$ cat config.mk
export PLATFORM = sky130hd
export DESIGN_NAME = proj_top
export DESIGN_NICKNAME = d
export VERILOG_FILES = /design/src/common/fixed_pkg.sv /design/src/common/vertex_pkg.sv /design/src/rtl/proj_top.sv /design/src/rtl/wb_vertex_port.sv /design/src/rtl/proj_fifo.sv /design/src/projector/tri_proj.sv /design/src/rtl/fx_recip.sv /design/src/rtl/fx_mul.sv
export VERILOG_INCLUDE_DIRS = /design/src /design/src/common
export SDC_FILE = /design/constraint.sdc
export NUM_CORES = 2
export LEC_CHECK = 0
export ABC_CLOCK_PERIOD_IN_PS = 8740
export BUFFER_PORTS_ARGS = -buffer_cell sky130_fd_sc_hd__buf_2
export CAP_MARGIN = 30
export CORE_MARGIN = 1.5
export CORE_UTILIZATION = 25
export CTS_CLUSTER_SIZE = 14
export DETAILED_ROUTE_END_ITERATION = 10
export PLACE_DENSITY_LB_ADDON = 0.12
export SETUP_SLACK_MARGIN = 0.05
export SLEW_MARGIN = 40
export SYNTH_ARGS = -nofsm -noshare
export SYNTH_HDL_FRONTEND = slang
export SYNTH_SLANG_ARGS = --single-unit
$ cat constraint.sdc
create_clock -name clk_in -period 8.74 [get_ports clk_in]
set_input_delay 1.311 -clock clk_in [delete_from_list [all_inputs] [get_ports clk_in]]
set_output_delay 1.311 -clock clk_in [all_outputs]
set_load 0.005 [all_outputs]
$ cat src/common/proj_consts.svh
`ifndef PROJ_CONSTS_SVH
`define PROJ_CONSTS_SVH

// 1/d in Q16.16 for d = 5
`define PROJ_RECIP_D    32'sh0000_3333

`define PROJ_FIFO_DEPTH 4

// wishbone word addresses
`define WB_ADDR_X       3'd0
`define WB_ADDR_Y       3'd1
`define WB_ADDR_Z       3'd2
`define WB_ADDR_CTRL    3'd3   // write: push vertex, read: status
`define WB_ADDR_SX      3'd4
`define WB_ADDR_SY      3'd5
`define WB_ADDR_POP     3'd6   // read pops the head result

`endif
$ cat src/common/fixed_pkg.sv
package fixed_pkg;

    // signed Q16.16, 16 integer bits and 16 fraction bits
    typedef logic signed [31:0] fx_t;

    // full product of two fx_t values, Q32.32 before rescaling
    typedef logic signed [63:0] fx_wide_t;

endpackage

$ cat src/common/vertex_pkg.sv
package vertex_pkg;

    // camera-space vertex as written by the host
    typedef struct packed {
        fixed_pkg::fx_t x;
        fixed_pkg::fx_t y;
        fixed_pkg::fx_t z;
        logic           obj_done;   // last vertex of an object
    } vertex_t;

    // projected point handed back to the host
    typedef struct packed {
        fixed_pkg::fx_t x;
        fixed_pkg::fx_t y;
        logic           obj_done;
    } screen_pt_t;

endpackage

$ cat src/rtl/proj_top.sv
`timescale 1ns/10ps

`include "proj_consts.svh"

module proj_top (
    input  logic        clk_in,
    input  logic        rst_in,
    input  logic        cyc,
    input  logic        stb,
    input  logic        we,
    input  logic [2:0]  adr,
    input  logic [31:0] dat_w,
    output logic [31:0] dat_r,
    output logic        ack
);

    vertex_pkg::vertex_t    wr_vtx, rd_vtx;
    vertex_pkg::screen_pt_t eng_pt, head_pt;
    logic vtx_push, vtx_full, vtx_empty, vtx_take;
    logic pt_valid, pt_full, pt_empty, pt_pop;

    wb_vertex_port u_wb (
        .clk_in(clk_in), .rst_in(rst_in),
        .cyc(cyc), .stb(stb), .we(we), .adr(adr),
        .dat_w(dat_w), .dat_r(dat_r), .ack(ack),
        .vtx_push(vtx_push), .vtx(wr_vtx), .vtx_full(vtx_full),
        .pt(head_pt), .pt_empty(pt_empty), .pt_pop(pt_pop)
    );

    proj_fifo #(.payload_t(vertex_pkg::vertex_t), .DEPTH(`PROJ_FIFO_DEPTH)) u_vtx_fifo (
        .clk_in(clk_in), .rst_in(rst_in),
        .push(vtx_push), .wdata(wr_vtx), .full(vtx_full),
        .pop(vtx_take), .rdata(rd_vtx), .empty(vtx_empty)
    );

    tri_proj u_proj (
        .clk_in(clk_in), .rst_in(rst_in),
        .vtx(rd_vtx), .vtx_valid(!vtx_empty), .vtx_take(vtx_take),
        .pt(eng_pt), .pt_valid(pt_valid), .pt_ready(!pt_full)
    );

    proj_fifo #(.payload_t(vertex_pkg::screen_pt_t), .DEPTH(`PROJ_FIFO_DEPTH)) u_pt_fifo (
        .clk_in(clk_in), .rst_in(rst_in),
        .push(pt_valid), .wdata(eng_pt), .full(pt_full),
        .pop(pt_pop), .rdata(head_pt), .empty(pt_empty)
    );

endmodule

$ cat src/rtl/wb_vertex_port.sv
`timescale 1ns/10ps

`include "proj_consts.svh"

module wb_vertex_port (
    input  logic                   clk_in,
    input  logic                   rst_in,
    input  logic                   cyc,
    input  logic                   stb,
    input  logic                   we,
    input  logic [2:0]             adr,
    input  logic [31:0]            dat_w,
    output logic [31:0]            dat_r,
    output logic                   ack,
    output logic                   vtx_push,
    output vertex_pkg::vertex_t    vtx,
    input  logic                   vtx_full,
    input  vertex_pkg::screen_pt_t pt,
    input  logic                   pt_empty,
    output logic                   pt_pop
);

    fixed_pkg::fx_t stg_x;
    fixed_pkg::fx_t stg_y;
    fixed_pkg::fx_t stg_z;

    logic        ctrl_wr;
    logic        fire;
    logic [31:0] rd_word;

    assign ctrl_wr = we && (adr == `WB_ADDR_CTRL);
    // hold off the ack on a push while the input FIFO is full
    assign fire    = cyc && stb && !ack && !(ctrl_wr && vtx_full);

    assign vtx_push = fire && ctrl_wr;
    assign vtx      = '{x: stg_x, y: stg_y, z: stg_z, obj_done: dat_w[0]};
    assign pt_pop   = fire && !we && (adr == `WB_ADDR_POP) && !pt_empty;

    always_comb begin
        case (adr)
            `WB_ADDR_CTRL: rd_word = {30'd0, vtx_full, !pt_empty};
            `WB_ADDR_SX:   rd_word = pt.x;
            `WB_ADDR_SY:   rd_word = pt.y;
            `WB_ADDR_POP:  rd_word = pt_empty ? 32'd0 : {31'd0, pt.obj_done};
            default:       rd_word = 32'd0;
        endcase
    end

    always_ff @(posedge clk_in) begin
        if (rst_in) begin
            ack <= 1'b0;
        end else begin
            ack <= fire;   // single-cycle ack
        end
    end

    always_ff @(posedge clk_in) begin
        if (fire && we) begin
            case (adr)
                `WB_ADDR_X: stg_x <= dat_w;
                `WB_ADDR_Y: stg_y <= dat_w;
                `WB_ADDR_Z: stg_z <= dat_w;
                default: ;
            endcase
        end
        if (fire && !we) dat_r <= rd_word;
    end

endmodule

$ cat src/rtl/proj_fifo.sv
`timescale 1ns/10ps

module proj_fifo #(
    parameter type payload_t = logic [7:0],
    parameter int  DEPTH     = 4
) (
    input  logic     clk_in,
    input  logic     rst_in,
    input  logic     push,
    input  payload_t wdata,
    output logic     full,
    input  logic     pop,
    output payload_t rdata,
    output logic     empty
);

    localparam int AW = (DEPTH > 1) ? $clog2(DEPTH) : 1;
    localparam int CW = $clog2(DEPTH + 1);

    payload_t        mem [DEPTH];
    logic [AW-1:0]   wr_ptr;
    logic [AW-1:0]   rd_ptr;
    logic [CW-1:0]   count;
    logic            do_push;
    logic            do_pop;

    assign full    = (count == CW'(DEPTH));
    assign empty   = (count == '0);
    assign do_push = push && !full;
    assign do_pop  = pop && !empty;
    assign rdata   = mem[rd_ptr];   // head is always on rdata

    always_ff @(posedge clk_in) begin
        if (rst_in) begin
            wr_ptr <= '0;
            rd_ptr <= '0;
            count  <= '0;
        end else begin
            if (do_push) wr_ptr <= (wr_ptr == AW'(DEPTH - 1)) ? '0 : wr_ptr + 1'b1;
            if (do_pop) rd_ptr <= (rd_ptr == AW'(DEPTH - 1)) ? '0 : rd_ptr + 1'b1;
            if (do_push && !do_pop) count <= count + 1'b1;
            else if (do_pop && !do_push) count <= count - 1'b1;
        end
    end

    always_ff @(posedge clk_in) begin
        if (do_push) mem[wr_ptr] <= wdata;
    end

endmodule

$ cat src/projector/tri_proj.sv
`timescale 1ns/10ps

`include "proj_consts.svh"

module tri_proj (
    input  logic                   clk_in,
    input  logic                   rst_in,
    input  vertex_pkg::vertex_t    vtx,
    input  logic                   vtx_valid,
    output logic                   vtx_take,
    output vertex_pkg::screen_pt_t pt,
    output logic                   pt_valid,
    input  logic                   pt_ready
);

    typedef enum logic [2:0] {
        IDLE,
        SCALE,    // z * 1/d
        RECIP,    // s = 1 / (z/d)
        MUL_X,
        MUL_Y,
        OUT
    } state_t;

    state_t state;

    vertex_pkg::vertex_t vtx_q;
    fixed_pkg::fx_t      pt_x;
    fixed_pkg::fx_t      pt_y;

    logic           mul_valid;
    fixed_pkg::fx_t mul_a;
    fixed_pkg::fx_t mul_b;
    fixed_pkg::fx_t mul_result;
    logic           mul_rv;

    logic           rcp_start;
    fixed_pkg::fx_t rcp_result;
    logic           rcp_done;
    logic           rcp_busy;

    fx_mul u_mul (
        .clk_in      (clk_in),
        .rst_in      (rst_in),
        .valid       (mul_valid),
        .a           (mul_a),
        .b           (mul_b),
        .result      (mul_result),
        .result_valid(mul_rv)
    );

    fx_recip u_recip (
        .clk_in (clk_in),
        .rst_in (rst_in),
        .start  (rcp_start),
        .operand(mul_result),
        .result (rcp_result),
        .done   (rcp_done),
        .busy   (rcp_busy)
    );

    assign vtx_take  = (state == IDLE) && vtx_valid;
    assign rcp_start = (state == SCALE) && mul_rv && !rcp_busy;
    assign pt_valid  = (state == OUT);
    assign pt        = '{x: pt_x, y: pt_y, obj_done: vtx_q.obj_done};

    // one multiplier shared by all three products
    always_comb begin
        mul_valid = 1'b0;
        mul_a     = vtx.z;
        mul_b     = `PROJ_RECIP_D;
        case (state)
            IDLE:  mul_valid = vtx_valid;
            RECIP: begin
                mul_valid = rcp_done;
                mul_a     = vtx_q.x;
                mul_b     = rcp_result;
            end
            MUL_X: begin
                mul_valid = mul_rv;   // issue y*s as x*s lands
                mul_a     = vtx_q.y;
                mul_b     = rcp_result;
            end
            default: ;
        endcase
    end

    always_ff @(posedge clk_in) begin
        if (rst_in) begin
            state <= IDLE;
        end else begin
            case (state)
                IDLE:    if (vtx_valid) state <= SCALE;
                SCALE:   if (rcp_start) state <= RECIP;
                RECIP:   if (rcp_done) state <= MUL_X;
                MUL_X:   if (mul_rv) state <= MUL_Y;
                MUL_Y:   if (mul_rv) state <= OUT;
                OUT:     if (pt_ready) state <= IDLE;
                default: state <= IDLE;
            endcase
        end
    end

    always_ff @(posedge clk_in) begin
        if (vtx_take) vtx_q <= vtx;
        if (state == MUL_X && mul_rv) pt_x <= mul_result;
        if (state == MUL_Y && mul_rv) pt_y <= mul_result;
    end

endmodule

$ cat src/rtl/fx_recip.sv
`timescale 1ns/10ps

module fx_recip (
    input  logic           clk_in,
    input  logic           rst_in,
    input  logic           start,
    input  fixed_pkg::fx_t operand,
    output fixed_pkg::fx_t result,
    output logic           done,
    output logic           busy
);

    logic [5:0]  cnt;       // quotient steps left
    logic        neg;
    logic [31:0] divisor;   // |operand|
    logic [31:0] rem;
    logic [32:0] quo;
    logic [32:0] rem_sh;
    logic [32:0] rem_sub;
    logic        ge;
    logic [31:0] q_sat;

    // dividend is 2^32, so only the first step shifts in a one
    assign rem_sh  = {rem, cnt == 6'd33};
    assign rem_sub = rem_sh - {1'b0, divisor};
    assign ge      = rem_sh >= {1'b0, divisor};

    assign q_sat = (quo[32] || quo[31]) ? 32'h7FFF_FFFF : quo[31:0];

    always_ff @(posedge clk_in) begin
        if (rst_in) begin
            busy <= 1'b0;
            done <= 1'b0;
            cnt  <= '0;
        end else begin
            done <= 1'b0;
            if (!busy) begin
                if (start) begin
                    busy <= 1'b1;
                    cnt  <= 6'd33;
                end
            end else if (cnt != 6'd0) begin
                cnt <= cnt - 6'd1;
            end else begin
                busy <= 1'b0;
                done <= 1'b1;
            end
        end
    end

    always_ff @(posedge clk_in) begin
        if (!busy) begin
            neg     <= operand[31];
            divisor <= operand[31] ? 32'(-operand) : 32'(operand);
            rem     <= '0;
            quo     <= '0;
        end else if (cnt != 6'd0) begin
            rem <= ge ? rem_sub[31:0] : rem_sh[31:0];
            quo <= {quo[31:0], ge};
        end else begin
            result <= neg ? -fixed_pkg::fx_t'(q_sat) : fixed_pkg::fx_t'(q_sat);
        end
    end

endmodule

$ cat src/rtl/fx_mul.sv
`timescale 1ns/10ps

module fx_mul (
    input  logic           clk_in,
    input  logic           rst_in,
    input  logic           valid,
    input  fixed_pkg::fx_t a,
    input  fixed_pkg::fx_t b,
    output fixed_pkg::fx_t result,
    output logic           result_valid
);

    fixed_pkg::fx_wide_t prod;
    logic                prod_valid;

    always_ff @(posedge clk_in) begin
        if (rst_in) begin
            prod_valid   <= 1'b0;
            result_valid <= 1'b0;
        end else begin
            prod_valid   <= valid;
            result_valid <= prod_valid;
        end
    end

    always_ff @(posedge clk_in) begin
        prod   <= fixed_pkg::fx_wide_t'(a) * fixed_pkg::fx_wide_t'(b);   // stage 1
        result <= fixed_pkg::fx_t'(prod >>> 16);   // stage 2, back to Q16.16
    end

endmodule

==> results.yml <==
timing:
  slew_viol_final: 0
  skew_ps: 83.3
  rsz0062_at_grt: "no"
  timing_hold_violations_final: 0
  tightestPinTransition_ps: 904
  setup_viol: 0
  layout_min_cycle_time_ps: 8450
  maxClockFrequency_mhz: 118
  fin_setup_tns_ps: 0
  period_share: 0.967
  max-slew-margin-rel: 0.397
placement:
  io_buffer_count: 72
  hpwlAfterDp_um: 168000
  place_congestion: 0.864
global_routing:
  grt.total_usage: 0.158
  grt_pass1_wl_um: 328000
  grt_max_degree: 76
  grt_antenna_before_repair: 10
  grt_pass1_vias: 45400
  grt_overflow_total: 0
run_status:
  outcome: "completed"
drt:
  ant_nets: 0
  drt_pass1_iterations: 7
  drc: 0
  detailedRoute.firstIterationViolations: 2692
  drt-vias-per-instance: 4.39
  drt-wirelength-per-cell_um: 23.5
  routed-via-count: 42200
  routed_wirelength_um: 226000
yosys:
  postSynthRegisterBits: 1131
  mappedNetlistArea_mm2: 0.0707
  postSynthAreaPerCell_um2: 12.9
  yosysWarningCount: 0
  synth-async-reset-ratio: 0
  synth-edff-count: 970
  netlist_instances: 5497
  synth.lib_cells_used.distinct: 69
  synthFlopType: "edfxtp_1"
  synthesized_nets: 6590
  synth-seq-area-share: 0.457
worst_setup_path:
  reg2reg_from: "u_proj.state[1]"
  worstSetupPathType: "flip-flop to flip-flop"
  timing.critical_path.slowest_stage_cell: "fa_1"
  cell_repeated_most_along_the_worst_path: "fa_1"
  critical_path_s_largest_stage_delay_ps: 600
  r2r_setup_slk_ps: 290
  worst_ep_arrival_time_ps: 9100
  critical_path.startpoint_type: "flip-flop"
  timing.critical_path.required_ps: 9390
  critPathLaunch: "u_proj.state[1]"
  timing.critical_path.fanout_max: 11
  crit_path_end_kind: "flip-flop"
floorplanning:
  initial_utilization: 0.251
  fp.coreArea_mm2: 0.282
  floorplan.die.height_um: 535
  design.die.area_mm2: 0.286
  placement_rows: 195
  ios: 73
  die_x_um: 535
cells_and_area:
  area_added_between_synthesis_and_finish_pct: 16.3
  commonest_non_fill_non_tap_cell_in_the_layout: "edfxtp_1"
  finalNetCount: 6875
  layout-drive-gt1-share: 0.150
  mostFrequentLayoutCells: "edfxtp_1, fa_1, inv_1"
min_path:
  hold_start: "u_proj.u_mul.prod[24]"
  timing.hold.worst.class: "flip-flop to flip-flop"
flow_run:
  timing.max_cap.violations: 0
cts:
  total_clock_buffers_created_by_cts: 140
  worst_skew_pair_latency_ps: 820
  numClockSinks: 1131
  cts_buffer_depth: 4
  cts_tree: "yes"
  cts_root_buf: "clkbuf_16"
  h-tree-depth: 4
  worst_setup_hold_path_clk_slew_ps: 60
==> final cells by class <==
type                       instances  area [µm²]
clock buffer                     182        3750
tap                             3743        4680
antenna                            4        10.0
timing repair buffer             381        3170
fill                           28700      200000
clock inverter                    51         433
sequential                      1131       32400
inverter                         840        3150
multi-input combinational       3288       34700
==> flip-flops by register name, indices dropped and copies added, names as in the netlist, 3 cells and up, named ones only <==
name                    count
u_wb.stg_z                 32
u_proj.state                3
u_proj.u_mul.result        32
u_proj.u_recip.divisor     32
u_proj.u_mul.prod          32
u_proj.u_recip.result      32
u_vtx_fifo.count            3
u_proj.u_recip.cnt          6
u_proj.pt_x                32
u_proj.u_recip.rem         32
u_proj.vtx_q               64
u_wb.dat_r                 32
u_vtx_fifo.mem            388
u_proj.u_recip.quo         33
u_pt_fifo.mem             260
u_wb.stg_y                 32
u_proj.pt_y                32
u_pt_fifo.count             3
u_wb.stg_x                 32
==> synthesized netlist by cell type (all sizes together), types with 15 or more instances <==
library cell	n	area (µm²)
ha	212	2650
a211oi	19	143
o21a	17	128
nand3	65	325
or3	18	119
dfxtp	161	3220
fa	841	16800
a21o	29	218
xor2	42	368
mux2i	83	831
clkbuf	202	758
o21ai	82	410
nand2	560	2100
nor3	39	195
nand4	17	106
xnor2	98	858
nor2	409	1540
a31oi	15	93.8
edfxtp	970	29100
a21oi	135	676
nand2b	20	125
or2	57	357
buf	36	138
inv	839	3150
and2	209	1310
mux4	162	3650
o311ai	22	193
==> critical path, delay by kind of cell, from the launching register on <==
kind,cells,cell delay (ps)
adders and majority gates,9,4450
DFF,1,340
and+or+nand+nor,8,1550
AOI/OAI and AO/OA,3,440
xor gates and xnor gates,1,130
buffers and inverters,10,1350
==> path summary, 6_finish.rpt <==
kind	end	cells past startpoint
worst max-delay path	u_proj.u_mul.prod[45]	31
worst max register to register	u_proj.u_mul.prod[45]	31
worst min register to register	u_proj.u_mul.result[8]	0
worst min-delay path	u_proj.u_mul.result[8]	0
==> cell families after synthesis <==
group | after synthesis | share of synthesized area
AOI/OAI and AO/OA | 377 | 0.0332
muxes | 252 | 0.0645
and+or+nand+nor | 1466 | 0.0948
adders and majority gates | 1053 | 0.276
buffers and inverters | 1078 | 0.0572
DFF | 1131 | 0.457
xor gates and xnor gates | 140 | 0.0173
==> metal layers <==
layer	routed length, µm	track usage
met3	9520	0.0221
met1	104000	0.218
met2	107000	0.262
met4	5400	0.0369
met5	13	0
==> stage by stage <==
| step | hold WS [ps] | std cells | setup slack, ps | area, µm² | util |
|---|---|---|---|---|---|
| floorplan | 310 | 5497 | 111 | 70700 | - |
| global placement | 310 | 9364 | 88.3 | 77600 | 0.275 |
| detailed placement | 312 | 9365 | 140 | 77600 | 0.275 |
| CTS | 303 | 9598 | 73.3 | 81800 | 0.290 |
| global route | 321 | 9616 | 31.5 | 82300 | 0.292 |
| finish | 300 | 9620 | 290 | 82300 | 0.292 |
==> timing repair <==
action / CTS / global route
resized for setup: 0 / 63
endpoints found under the setup margin: 0 / 9
buffers inserted: 0 / 14
hold buffers: 0 / 0
hold endpoints to repair: 0 / 0
Power is not shown: default switching activity piles up to over one toggle a cycle in this logic, so the estimate is an artifact.
